===== config.mk =====
export PLATFORM = sky130hd
export DESIGN_NAME = global_controller
export DESIGN_NICKNAME = d
export VERILOG_FILES = /design/src/dram_cfg_pkg.sv /design/src/dram_cmd_pkg.sv /design/src/sync_fifo.sv /design/src/write_queue.sv /design/src/request_scheduler.sv /design/src/bank_dispatch.sv /design/src/global_controller.sv
export SDC_FILE = /design/constraint.sdc
export NUM_CORES = 1
export LEC_CHECK = 0
export BUFFER_PORTS_ARGS = -buffer_cell sky130_fd_sc_hd__buf_4
export CORE_ASPECT_RATIO = 1.5
export CORE_MARGIN = 2
export CORE_UTILIZATION = 58
export DETAILED_ROUTE_END_ITERATION = 10
export PLACE_DENSITY = 0.86
export SLEW_MARGIN = 0
export SYNTH_ARGS = -nofsm -noshare
export SYNTH_HDL_FRONTEND = slang
export SYNTH_HIERARCHICAL = 1
export SYNTH_SLANG_ARGS = --single-unit

===== constraint.sdc =====
create_clock -name i_clk -period 5.77 [get_ports i_clk]
set_clock_uncertainty 0.1 [all_clocks]
set_input_delay 0.8655 -clock i_clk [delete_from_list [all_inputs] [get_ports i_clk]]
set_output_delay 0.8655 -clock i_clk [all_outputs]
set_load 0.02 [all_outputs]

===== src/dram_cfg_pkg.sv =====
// DRAM front end configuration
// field widths, queue depths and bank count
`default_nettype none

package dram_cfg_pkg;

    //////////////////////////////////////////////////////////////////////
    // address and data widths
    //////////////////////////////////////////////////////////////////////
    localparam int ROW_BITS  = 8;
    localparam int COL_BITS  = 4;
    localparam int BANK_BITS = 2;
    // row, col and bank concatenated
    localparam int ADDR_BITS = ROW_BITS + COL_BITS + BANK_BITS;
    localparam int N_BANKS   = 4;
    localparam int DATA_BITS = 32;

    //////////////////////////////////////////////////////////////////////
    // queue depths, all powers of two
    //////////////////////////////////////////////////////////////////////
    localparam int RQ_DEPTH = 4;
    localparam int WQ_DEPTH = 4;
    localparam int SQ_DEPTH = 2;
    // outstanding reads awaiting return
    localparam int RO_DEPTH = 8;

endpackage

`default_nettype wire


===== src/dram_cmd_pkg.sv =====
// DRAM front end command types
// operation, address, data word and queued request
`default_nettype none

package dram_cmd_pkg;

    import dram_cfg_pkg::*;

    // one bit operation code
    typedef enum logic {
        OP_READ  = 1'b0,
        OP_WRITE = 1'b1
    } op_t;

    // bank index, selects one bank controller
    typedef logic [BANK_BITS-1:0] bank_t;

    // bank sits in the low bits
    typedef struct packed {
        logic [ROW_BITS-1:0] row;
        logic [COL_BITS-1:0] col;
        bank_t               bank;
    } addr_t;

    typedef logic [DATA_BITS-1:0] data_t;

    // wdata is don't care for reads
    typedef struct packed {
        op_t   op;
        addr_t addr;
        data_t wdata;
    } req_t;

endpackage

`default_nettype wire


===== src/sync_fifo.sv =====
// synchronous FIFO, head visible while not empty
// depth and payload type chosen per instance
`default_nettype none

module sync_fifo #(
    // power of two
    parameter int  DEPTH = 4,
    parameter type payload_t = logic [7:0]
) (
    input  wire logic     i_clk,
    input  wire logic     i_rst_n,
    input  wire logic     i_push,
    input  wire payload_t i_data,
    input  wire logic     i_pop,
    output payload_t      o_data,
    output logic          o_empty,
    output logic          o_full
);

    payload_t                   mem [DEPTH];
    logic [$clog2(DEPTH)-1:0]   wr_ptr;
    logic [$clog2(DEPTH)-1:0]   rd_ptr;
    // one extra bit to hold DEPTH itself
    logic [$clog2(DEPTH):0]     count;

    //////////////////////////////////////////////////////////////////////
    // pointers and occupancy
    //////////////////////////////////////////////////////////////////////
    always_ff @(posedge i_clk or negedge i_rst_n)
    begin
        if (!i_rst_n)
        begin
            wr_ptr <= '0;
            rd_ptr <= '0;
            count  <= '0;
        end
        else
        begin
            // pointers wrap on their own
            if (i_push)
            begin
                wr_ptr <= wr_ptr + 1'b1;
            end
            if (i_pop)
            begin
                rd_ptr <= rd_ptr + 1'b1;
            end
            // push and pop together leave count alone
            case ({i_push, i_pop})
                2'b10:   count <= count + 1'b1;
                2'b01:   count <= count - 1'b1;
                default: count <= count;
            endcase
        end
    end

    // storage, write slot may equal head when full and popping
    always_ff @(posedge i_clk)
    begin
        if (i_push)
        begin
            mem[wr_ptr] <= i_data;
        end
    end

    assign o_data  = mem[rd_ptr];
    assign o_empty = (count == '0);
    assign o_full  = (count == DEPTH[$clog2(DEPTH):0]);

    // full accepts a push only alongside a pop
    a_no_overflow: assert property (@(posedge i_clk) disable iff (!i_rst_n)
        i_push && o_full |-> i_pop);
    a_no_underflow: assert property (@(posedge i_clk) disable iff (!i_rst_n)
        i_pop |-> !o_empty);

endmodule

`default_nettype wire


===== src/write_queue.sv =====
// write request queue with an address CAM over every entry
// raises the flush flag on a read-after-write hit or when full
`default_nettype none

module write_queue
    import dram_cfg_pkg::*;
    import dram_cmd_pkg::*;
(
    input  wire logic  i_clk,
    input  wire logic  i_rst_n,
    input  wire logic  i_push,
    input  wire req_t  i_req,
    input  wire logic  i_pop,
    input  wire logic  i_rd_accept,
    input  wire addr_t i_rd_addr,
    output req_t       o_head,
    output logic       o_empty,
    output logic       o_full,
    output logic       o_flush
);

    // per entry valid bits seen in parallel
    logic [WQ_DEPTH-1:0]            valid_q;
    logic [WQ_DEPTH-1:0]            valid_nxt;
    // address tags for the compare with data kept beside them
    logic [ADDR_BITS-1:0]           tag_q [WQ_DEPTH];
    data_t                          wdata_q [WQ_DEPTH];
    logic [$clog2(WQ_DEPTH)-1:0]    head_q;
    logic [$clog2(WQ_DEPTH)-1:0]    tail_q;
    logic [WQ_DEPTH-1:0]            hit;
    logic                           raw_hit;
    logic                           flush_q;

    //////////////////////////////////////////////////////////////////////
    // read-after-write compare
    //////////////////////////////////////////////////////////////////////
    always_comb
    begin
        for (int i = 0; i < WQ_DEPTH; i++)
        begin
            hit[i] = valid_q[i] && (tag_q[i] == i_rd_addr);
        end
    end

    // only an accepted read counts
    assign raw_hit = i_rd_accept && (|hit);

    // occupancy after this edge
    always_comb
    begin
        valid_nxt = valid_q;
        if (i_pop)
        begin
            valid_nxt[head_q] = 1'b0;
        end
        if (i_push)
        begin
            valid_nxt[tail_q] = 1'b1;
        end
    end

    //////////////////////////////////////////////////////////////////////
    // control state
    //////////////////////////////////////////////////////////////////////
    always_ff @(posedge i_clk or negedge i_rst_n)
    begin
        if (!i_rst_n)
        begin
            valid_q <= '0;
            head_q  <= '0;
            tail_q  <= '0;
            flush_q <= 1'b0;
        end
        else
        begin
            valid_q <= valid_nxt;
            if (i_pop)
            begin
                head_q <= head_q + 1'b1;
            end
            if (i_push)
            begin
                tail_q <= tail_q + 1'b1;
            end
            // drain wins since a hit on the last entry leaving needs no flush
            if (~|valid_nxt)
            begin
                flush_q <= 1'b0;
            end
            else if (raw_hit || (&valid_nxt))
            begin
                flush_q <= 1'b1;
            end
        end
    end

    always_ff @(posedge i_clk)
    begin
        if (i_push)
        begin
            tag_q[tail_q]   <= i_req.addr;
            wdata_q[tail_q] <= i_req.wdata;
        end
    end

    // rebuild the request as a write
    always_comb
    begin
        o_head.op    = OP_WRITE;
        o_head.addr  = tag_q[head_q];
        o_head.wdata = wdata_q[head_q];
    end

    assign o_empty = ~|valid_q;
    assign o_full  = &valid_q;
    assign o_flush = flush_q;

    a_flush_not_empty: assert property (@(posedge i_clk) disable iff (!i_rst_n)
        o_flush |-> !o_empty);

endmodule

`default_nettype wire


===== src/request_scheduler.sv =====
// host request intake, read and write queues, read-first arbiter
// winner moves into the scheduled queue, one per cycle
`default_nettype none

module request_scheduler
    import dram_cfg_pkg::*;
    import dram_cmd_pkg::*;
(
    input  wire logic  i_clk,
    input  wire logic  i_rst_n,
    input  wire logic  i_req_valid,
    input  wire op_t   i_req_op,
    input  wire addr_t i_req_addr,
    input  wire data_t i_req_wdata,
    input  wire logic  i_sched_pop,
    output logic       o_req_ready,
    output req_t       o_sched_head,
    output logic       o_sched_empty
);

    logic   accept;
    req_t   new_req;
    logic   rq_push;
    logic   rq_pop;
    req_t   rq_head;
    logic   rq_empty;
    logic   rq_full;
    logic   wq_push;
    logic   wq_pop;
    req_t   wq_head;
    logic   wq_empty;
    logic   wq_full;
    logic   flush;
    logic   sq_push;
    req_t   sq_in;
    logic   sq_full;
    logic   sq_room;

    //////////////////////////////////////////////////////////////////////
    // host handshake and steering
    //////////////////////////////////////////////////////////////////////
    // stall while flushing so nothing new lands behind the writes
    assign o_req_ready = !rq_full && !wq_full && !flush;
    assign accept      = i_req_valid && o_req_ready;
    assign new_req     = '{op: i_req_op, addr: i_req_addr, wdata: i_req_wdata};
    assign rq_push     = accept && (i_req_op == OP_READ);
    assign wq_push     = accept && (i_req_op == OP_WRITE);

    sync_fifo #(.DEPTH(RQ_DEPTH), .payload_t(req_t)) u_read_queue (
        .i_clk   (i_clk),
        .i_rst_n (i_rst_n),
        .i_push  (rq_push),
        .i_data  (new_req),
        .i_pop   (rq_pop),
        .o_data  (rq_head),
        .o_empty (rq_empty),
        .o_full  (rq_full)
    );

    write_queue u_write_queue (
        .i_clk       (i_clk),
        .i_rst_n     (i_rst_n),
        .i_push      (wq_push),
        .i_req       (new_req),
        .i_pop       (wq_pop),
        .i_rd_accept (rq_push),
        .i_rd_addr   (i_req_addr),
        .o_head      (wq_head),
        .o_empty     (wq_empty),
        .o_full      (wq_full),
        .o_flush     (flush)
    );

    //////////////////////////////////////////////////////////////////////
    // arbiter
    //////////////////////////////////////////////////////////////////////
    // room now, or the head leaves this cycle
    assign sq_room = !sq_full || i_sched_pop;
    // flush implies a queued write, so the two picks never overlap
    assign rq_pop  = sq_room && !rq_empty && !flush;
    assign wq_pop  = sq_room && !wq_empty && (flush || rq_empty);
    assign sq_push = rq_pop || wq_pop;
    assign sq_in   = wq_pop ? wq_head : rq_head;

    sync_fifo #(.DEPTH(SQ_DEPTH), .payload_t(req_t)) u_sched_queue (
        .i_clk   (i_clk),
        .i_rst_n (i_rst_n),
        .i_push  (sq_push),
        .i_data  (sq_in),
        .i_pop   (i_sched_pop),
        .o_data  (o_sched_head),
        .o_empty (o_sched_empty),
        .o_full  (sq_full)
    );

endmodule

`default_nettype wire


===== src/bank_dispatch.sv =====
// issues the scheduled head to its bank, tracks read order
// and returns read data to the host through one register stage
`default_nettype none

module bank_dispatch
    import dram_cfg_pkg::*;
    import dram_cmd_pkg::*;
(
    input  wire logic                i_clk,
    input  wire logic                i_rst_n,
    input  wire req_t                i_sched_head,
    input  wire logic                i_sched_empty,
    input  wire logic [N_BANKS-1:0]  i_bank_ready,
    input  wire logic [N_BANKS-1:0]  i_bank_rvalid,
    input  wire data_t [N_BANKS-1:0] i_bank_rdata,
    output logic                     o_sched_pop,
    output req_t                     o_bank_cmd,
    output logic [N_BANKS-1:0]       o_bank_cmd_valid,
    output logic [N_BANKS-1:0]       o_bank_ren,
    output logic                     o_read_valid,
    output data_t                    o_read_data
);

    bank_t               head_bank;
    logic                head_is_read;
    logic                ro_block;
    logic                ro_push;
    logic                ro_pop;
    bank_t               ro_head;
    logic                ro_empty;
    logic                ro_full;
    logic [N_BANKS-1:0]  ret_hs;

    //////////////////////////////////////////////////////////////////////
    // command issue
    //////////////////////////////////////////////////////////////////////
    assign head_bank    = i_sched_head.addr.bank;
    assign head_is_read = (i_sched_head.op == OP_READ);
    // no slot left to remember the return order
    assign ro_block     = head_is_read && ro_full;

    // valid follows ready in the same cycle, head blocks everything behind
    always_comb
    begin
        for (int b = 0; b < N_BANKS; b++)
        begin
            o_bank_cmd_valid[b] = !i_sched_empty && !ro_block && i_bank_ready[b]
                                  && (head_bank == bank_t'(b));
        end
    end

    // one shared command bus, valid picks the bank
    assign o_bank_cmd  = i_sched_head;
    assign o_sched_pop = |(o_bank_cmd_valid & i_bank_ready);
    assign ro_push     = o_sched_pop && head_is_read;

    //////////////////////////////////////////////////////////////////////
    // read return ordering
    //////////////////////////////////////////////////////////////////////
    sync_fifo #(.DEPTH(RO_DEPTH), .payload_t(bank_t)) u_read_order (
        .i_clk   (i_clk),
        .i_rst_n (i_rst_n),
        .i_push  (ro_push),
        .i_data  (head_bank),
        .i_pop   (ro_pop),
        .o_data  (ro_head),
        .o_empty (ro_empty),
        .o_full  (ro_full)
    );

    // only the oldest outstanding read may return
    always_comb
    begin
        for (int b = 0; b < N_BANKS; b++)
        begin
            o_bank_ren[b] = !ro_empty && (ro_head == bank_t'(b));
        end
    end

    assign ret_hs = i_bank_rvalid & o_bank_ren;
    assign ro_pop = |ret_hs;

    // host side, one cycle after the return handshake
    always_ff @(posedge i_clk or negedge i_rst_n)
    begin
        if (!i_rst_n)
        begin
            o_read_valid <= 1'b0;
            o_read_data  <= '0;
        end
        else
        begin
            o_read_valid <= ro_pop;
            if (ro_pop)
            begin
                o_read_data <= i_bank_rdata[ro_head];
            end
        end
    end

    a_cmd_onehot: assert property (@(posedge i_clk) disable iff (!i_rst_n)
        $onehot0(o_bank_cmd_valid));
    a_ren_onehot: assert property (@(posedge i_clk) disable iff (!i_rst_n)
        $onehot0(o_bank_ren));

endmodule

`default_nettype wire


===== src/global_controller.sv =====
// DRAM global front end, four banks
// request scheduling feeding per-bank dispatch and read return
`default_nettype none

module global_controller
    import dram_cfg_pkg::*;
    import dram_cmd_pkg::*;
(
    input  wire logic                i_clk,
    input  wire logic                i_rst_n,
    // host request channel
    input  wire logic                i_req_valid,
    input  wire op_t                 i_req_op,
    input  wire addr_t               i_req_addr,
    input  wire data_t               i_req_wdata,
    output logic                     o_req_ready,
    // host read data, no back-pressure
    output logic                     o_read_valid,
    output data_t                    o_read_data,
    // bank command channel
    input  wire logic [N_BANKS-1:0]  i_bank_ready,
    output logic [N_BANKS-1:0]       o_bank_cmd_valid,
    output req_t                     o_bank_cmd,
    // bank read return channel
    input  wire logic [N_BANKS-1:0]  i_bank_rvalid,
    input  wire data_t [N_BANKS-1:0] i_bank_rdata,
    output logic [N_BANKS-1:0]       o_bank_ren
);

    // scheduled queue head handed to dispatch
    req_t   sched_head;
    logic   sched_empty;
    logic   sched_pop;

    request_scheduler u_scheduler (
        .i_clk         (i_clk),
        .i_rst_n       (i_rst_n),
        .i_req_valid   (i_req_valid),
        .i_req_op      (i_req_op),
        .i_req_addr    (i_req_addr),
        .i_req_wdata   (i_req_wdata),
        .i_sched_pop   (sched_pop),
        .o_req_ready   (o_req_ready),
        .o_sched_head  (sched_head),
        .o_sched_empty (sched_empty)
    );

    bank_dispatch u_dispatch (
        .i_clk            (i_clk),
        .i_rst_n          (i_rst_n),
        .i_sched_head     (sched_head),
        .i_sched_empty    (sched_empty),
        .i_bank_ready     (i_bank_ready),
        .i_bank_rvalid    (i_bank_rvalid),
        .i_bank_rdata     (i_bank_rdata),
        .o_sched_pop      (sched_pop),
        .o_bank_cmd       (o_bank_cmd),
        .o_bank_cmd_valid (o_bank_cmd_valid),
        .o_bank_ren       (o_bank_ren),
        .o_read_valid     (o_read_valid),
        .o_read_data      (o_read_data)
    );

endmodule

`default_nettype wire


==> results of run 1 <==
==> area by class of cell <==
class,instances,area [µm²]
Clock inverter,24,286.5
Timing Repair Buffer,293,2212
Clock buffer,61,1301
Tap cell,500,625.6
Sequential cell,545,16060
Multi-Input combinational cell,473,6176
Fill cell,2434,12580
Inverter,17,63.81
==> report_power, final <==
part	switching, mW	internal (mW)	leakage (nW)
sequential	0.499	5.55	5.17
clock	1.36	1.87	0.778
combinational	3.16	2.94	3.58
total	5.02	10.4	9.52
==> sequential cells by signal, summed over array words and instances, names as in the netlist <==
name	flops
u_dispatch/o_read_data	32
u_scheduler/u_sched_queue/wr_ptr	1
u_scheduler/u_read_queue/rd_ptr	2
u_scheduler/u_read_queue/count	3
u_dispatch/u_read_order/wr_ptr	3
u_dispatch/u_read_order/count	4
u_scheduler/u_write_queue/valid_q	4
u_scheduler/u_write_queue/o_flush	1
u_scheduler/u_sched_queue/count	2
u_scheduler/u_read_queue/wr_ptr	2
u_scheduler/u_write_queue/wdata_q	128
u_scheduler/u_sched_queue/rd_ptr	1
u_dispatch/u_read_order/mem	16
u_dispatch/u_read_order/rd_ptr	3
u_scheduler/u_read_queue/mem	188
u_scheduler/u_write_queue/head_q	2
u_scheduler/u_sched_queue/mem	94
u_dispatch/o_read_valid	1
u_scheduler/u_write_queue/tag_q	56
u_scheduler/u_write_queue/tail_q	2
==> per-layer routing <==
metal / share of wire (%) / vias up
met5: 0 / -
met4: 4.3 / 0
met3: 7.8 / 111
met2: 55 / 581
met1: 33 / 5987
li1: - / 4949
==> cell usage in the layout, fill, tap and decap left out, types with 9 or more instances in the layout <==
| cell type | netlist | routed |
|---|---|---|
| and2_2 | 1 | 9 |
| dfrtp_1 | 63 | 58 |
| mux4_2 | 127 | 127 |
| edfxtp_1 | 482 | 482 |
| xor2_1 | 15 | 15 |
| inv_1 | 17 | 17 |
| clkbuf_1 | 5 | 9 |
| nor2_1 | 18 | 17 |
| nand2_1 | 15 | 15 |
| mux2_2 | 89 | 89 |
| nand4_1 | 15 | 15 |
| mux2_4 | 39 | 39 |
| buf_4 | 57 | 292 |
| clkbuf_16 | 0 | 49 |
| xnor2_1 | 63 | 63 |
| ha_1 | 19 | 19 |
==> synth_stat cells (6+ instances only) <==
master    count
nor4_1        7
mux4_2      127
inv_1        17
xnor2_1      63
buf_2        20
and2_1        8
nor2_1       18
buf_6        11
edfxtp_1    482
nand4_1      15
dfrtp_1      63
mux2_2       89
nand2_1      15
mux2_4       39
buf_4        57
xor2_1       15
nand2b_1      6
ha_1         19
clkbuf_2      8
==> cell families after synthesis <==
kind of cell	after synthesis	synth area share, %
xor+xnor	78	2.962
fa+ha+maj	20	1.117
other cells	1	0.01626
simple gates	94	2.289
buf+inv	123	3.721
compound gates	18	0.5696
flops	545	69.58
mux	262	19.74
==> worst max-delay path, cell delays in order (launching register included) <==
cell and delay, ps:
dfrtp_2 710, mux2_4 410, nor2_1 160, nand4b_1 190, nand4_1 250, nor2b_2 100
nor3_1 400, o21bai_1 260, inv_1 140, nor2_4 570, buf_4 520
==> metrics by stage <==
| step | setup WS (ps) | cell area (µm²) | instances | power [mW] |
|---|---|---|---|---|
| 6_report | 1569 | 26730 | 1913 | 15.37 |
| 5_1_grt | 1338 | 26730 | 1913 | 16.04 |
| 4_1_cts | 1580 | 26730 | 1913 | 15.51 |
| 3_5_place_dp | 1594 | 25140 | 1828 | 12.24 |
| 3_3_place_gp | 1749 | 25140 | 1828 | 12.01 |
| 2_1_floorplan | 1104 | 23070 | 1141 | 10.74 |
==> worst max-delay path by stage <==
stage | from | end | depth (start not counted)
6_report | u_scheduler/u_sched_queue/rd_ptr | u_scheduler/u_sched_queue/mem[0][0] | 10
5_1_grt | u_scheduler/u_sched_queue/rd_ptr | u_scheduler/u_sched_queue/mem[0][0] | 10
4_1_cts | u_scheduler/u_sched_queue/rd_ptr | u_scheduler/u_sched_queue/mem[0][1] | 10
3_5_place_dp | u_scheduler/u_sched_queue/rd_ptr | u_scheduler/u_sched_queue/mem[1][40] | 9
3_3_place_gp | u_scheduler/u_sched_queue/rd_ptr | u_scheduler/u_sched_queue/mem[1][36] | 9
2_1_floorplan | u_scheduler/u_sched_queue/rd_ptr | u_scheduler/u_sched_queue/mem[0][0] | 11
==> results.ini, run 1 <==
[timing]
relSlewSlack_pct=27.72
tns_ps=0
tightest_slew_ps=1081
period_needed_ps=4201
max_freq_ghz=0.2380
slew_viol_final=0
finalHoldViolations=0
rsz0062_at_grt=no
period_share_pct=72.81
whs_ps=288.2
setup_viol=0

[yosys]
avgSynthCellArea_um2=20.22
syn_nets=1347
syn_inst=1141
synth_top_area_share_pct=62.75
synth.cell_area_mm2=0.02307
ys_ff_latch=545
synth_ff_type=edfxtp_1
synth_cell_types=51
synth_edf_count=482
ys_seq_area_share_pct=69.58
synthTopCellsByArea=edfxtp_1, mux4_2, dfrtp_1, mux2_2, mux2_4
synth_warnings=6
postSynth.asyncResetShare_pct=11.56
yosysTopAreaCell=edfxtp_1

[floorplan]
die_h_um=248.2
num_rows=89
start_util_pct=58.68
core-area_mm2=0.03931
io_pins=275
die_area_mm2=0.04141
die-width_um=166.8

[route]
via_count=11628
dr.pass1.iters=5
wire_per_inst_um=26.59
drc_errors=0
ant_nets=0
drt-total-wl_um=50870
vias_per_cell=6.078
drt_iter0_markers=959

[grt]
grt_usage_pct=24.60
grt_antenna_before_repair=0
grt-busiest-layer=met2
grt_pass1_wl_um=74790
grt_pass1_vias=12428
met1_usage_pct=26.49
overflow=0
grt_util_met3_pct=5.148
grtUsageMet2_pct=46.31
grt_max_degree=64

[pwr]
peakVddDrop_mv=0.5129
power_leakage_nw=9.524
powerDensity_mw_per_mm2=575.3

[worst_setup_path]
timing.rr.start=u_scheduler/u_sched_queue/rd_ptr
cp.arrival_ps=4310
crit_fanout=28
r2r_end=u_scheduler/u_sched_queue/mem[0][0]
rrSetupSlack_ps=1570
required_ps=5880
worstSetupPathType=flop to flop
cp-start-kind=flop
cp-end-kind=flop
r2r_cells=10

[flow_run]
maxCapViolations=0

[cells_and_area]
drive_gt1_share_pct=45.15
area_growth_pct=15.87
diodes=0
nNetsFinal=1584
post-route-util_pct=67.99

[clocking]
cts_tree=yes
clk_pin_slew_worst_paths_ps=60
clock-root-buffer=clkbuf_16
cts-hold-fix-buffers=0
cts-resized-gates=0
clk_path_buf_depth=3
post_cts_buffers=0
cts_max_level=2
clk_latency_ps=580
cts_buffers=48
clock_sinks=545

[placed_design]
dp_hpwl_um=33040
io_buffers=274
place.gp.congestion=0.8750

[worst_hold_path]
hp-class=input port to async pin

[outcome]
status=finished, final reports clean

Note: power is estimated with default switching activity, not from simulation.
==> inputs of run 2 (changes only) <==
==> constraint.sdc (replaced) <==
create_clock -name i_clk -period 3.9 [get_ports i_clk]
set_clock_uncertainty 0.1 [all_clocks]
set_input_delay 0.585 -clock i_clk [delete_from_list [all_inputs] [get_ports i_clk]]
set_output_delay 0.585 -clock i_clk [all_outputs]
set_load 0.02 [all_outputs]
==> run 2 against run 1 <==
Hold slack lost 280 ps. Largest power group unchanged. Largest cell class unchanged. Highest routed layer unchanged. Sequential cell count is the same. Final area is 0.63% higher. Critical endpoint is now o_bank_ren[2].
==> results.ini, run 2 (synthesized netlist as in run 1, its figures left out) <==
[clocking]
cts-resized-gates=0  ; unchanged
cts-hold-fix-buffers=0  ; unchanged
cts_max_level=2  ; unchanged
clk_pin_slew_worst_paths_ps=60  ; about the same
clk_latency_ps=570  ; about the same
post_cts_buffers=0  ; unchanged
clk_path_buf_depth=3  ; unchanged
clock_sinks=545  ; unchanged
clock-root-buffer=clkbuf_16
cts_tree=yes
cts_buffers=48  ; unchanged

[pwr]
peakVddDrop_mv=1.215  ; +140%
powerDensity_mw_per_mm2=849.2  ; +48%
clock_power_share_pct=20.5  ; -0.5 points
share_seq_of_total_power_pct=39.7  ; +0.4 points
p_total_mw=22.84  ; +49%
power_switching_mw=7.487  ; +49%
combPwrFrac_pct=39.8  ; about the same
power_leakage_nw=9.600  ; +0.80%
p_int_mw=15.35  ; +48%
sw_frac_of_total_pct=32.78  ; +0.15 points

[route]
drc_errors=0  ; unchanged
ant_nets=0  ; unchanged
dr.pass1.iters=5  ; unchanged
via_count=11720  ; +0.79%
vias_per_cell=6.066  ; -0.20%
drt_iter0_markers=887  ; -7.5%
drt-total-wl_um=51620  ; +1.5%
wire_per_inst_um=26.72  ; +0.48%

[floorplan]
num_rows=89  ; unchanged
start_util_pct=58.68  ; unchanged
core-area_mm2=0.03931  ; unchanged
io_pins=275  ; unchanged
die_h_um=248.2  ; unchanged
die-width_um=166.8  ; unchanged
die_area_mm2=0.04141  ; unchanged

[timing]
worst_slack_ps=278.8  ; -1290 ps
setup_viol=0  ; unchanged
slew_viol_final=0  ; unchanged
relSlewSlack_pct=44.31  ; +17 points
whs_ps=8.775  ; -279.4 ps
rsz0062_at_grt=no
period_needed_ps=3621
period_share_pct=92.85
finalHoldViolations=0  ; unchanged
max_freq_ghz=0.2762
tns_ps=0  ; unchanged
tightest_slew_ps=835.3  ; -245.4 ps

[worst_setup_path]
required_ps=3210  ; -2670 ps
crit_fanout=35  ; +25%
cp.arrival_ps=2940  ; -1370 ps
cp-start-kind=flop
r2r_cells=9  ; -1
worstSetupPathType=flop to output pin
cp-end-kind=output pin

[placed_design]
place.gp.congestion=0.8833  ; +0.95%
dpl_cell_area_mm2=0.02531  ; +0.69%
post-place-ws_ps=537.9  ; -1056 ps
io_buffers=274  ; unchanged
placedCellCount=1841  ; +0.71%
dp_hpwl_um=33920  ; +2.7%

[cells_and_area]
largest_reg_flops=188  ; unchanged
area_growth_pct=16.59
fillCellCount=2380  ; -2.2%
reg.largest.list=u_scheduler/u_read_queue/mem: 188 flops, u_scheduler/u_write_queue/wdata_q: 128 flops, u_scheduler/u_sched_queue/mem: 94 flops
layout_common_cells=edfxtp_1, buf_4, mux4_2, mux2_2, xnor2_1
regMostFlops=u_scheduler/u_read_queue/mem
final_common_cell=edfxtp_1
post-route-util_pct=68.42  ; +0.43 points
fin_area_mm2=0.02689  ; +0.63%
layout.cells.non_filler=1932  ; +0.99%
drive_gt1_share_pct=45.59  ; +0.44 points
nNetsFinal=1597  ; +0.82%

[grt]
grt_usage_pct=25.09  ; +0.49 points
grt_max_degree=64  ; unchanged
grt_antenna_before_repair=2  ; +2
grt_pass1_wl_um=76420  ; +2.2%
grt_pass1_vias=12494  ; +0.53%
overflow=0  ; unchanged

[flow_run]
maxCapViolations=0  ; unchanged

[outcome]
status=finished, final reports clean

[worst_hold_path]
hp-class=input port to async pin

-- run 2: changes by cell type in the layout (fill, tap and decap cells not counted), sizes merged --
cell,before,now
buf,293,306
clkinvlp,1,3
clkinv,15,22
bufinv,6,5
clkbuf,61,59
diode,0,2
inv,19,17
-- run 2: worst paths after layout --
| kind | startpoint | endpoint | slack (ps) |
|---|---|---|---|
| setup / recovery | u_dispatch/u_read_order/rd_ptr[0] | o_bank_ren[2] | 280 |
| hold / removal | i_rst_n | u_dispatch/o_read_data[1] | 9 |
| setup reg to reg | u_scheduler/u_sched_queue/rd_ptr | u_scheduler/u_sched_queue/mem[1][37] | 510 |
| hold reg to reg | u_dispatch/o_read_data[1] | u_dispatch/o_read_data[1] | 390 |
| max in group asynchronous | i_rst_n | u_scheduler/u_write_queue/head_q[0] | 3050 |
| min in group i_clk | i_req_wdata[22] | u_scheduler/u_write_queue/wdata_q[1][22] | 140 |
-- run 2: critical path: stages, from the launching register on --
cell,delay [ps]
dfrtp_1,540
mux4_2,550
mux2_2,320
buf_4,330
nor2_1,390
buf_4,220
-- run 2: per-layer routing --
metal / up-vias / GRT usage, % / wire length [µm]
met5: - / 0 / 0
met4: 0 / 10.17 / 1895
met3: 104 / 5.577 / 4023
met2: 560 / 46.90 / 28360
met1: 6064 / 27.69 / 17340
li1: 4992 / - / -
-- run 2: area by class of cell --
| cell class | instances | area [µm²] | area share (%) |
|---|---|---|---|
| antenna | 2 | 5.005 | 0.01861 |
| clock buffer | 59 | 1285 | 4.778 |
| clock inverter | 30 | 292.8 | 1.089 |
| inverter | 17 | 63.81 | 0.2373 |
| multi-input combinational | 473 | 6176 | 22.96 |
| sequential | 545 | 16060 | 59.72 |
| tap | 500 | 625.6 | 2.326 |
| timing repair buffer | 306 | 2385 | 8.867 |
-- run 2: power groups by stage --
stage,Combinational [mW],Sequential [mW],Clock (mW)
6_report,9.08,9.07,4.69
2_1_floorplan,6.97,8.91,0
5_1_grt,9.61,9.22,4.99
3_5_place_dp,9.08,9.17,0
4_1_cts,9.16,9.08,4.79
3_3_place_gp,8.85,9.06,0
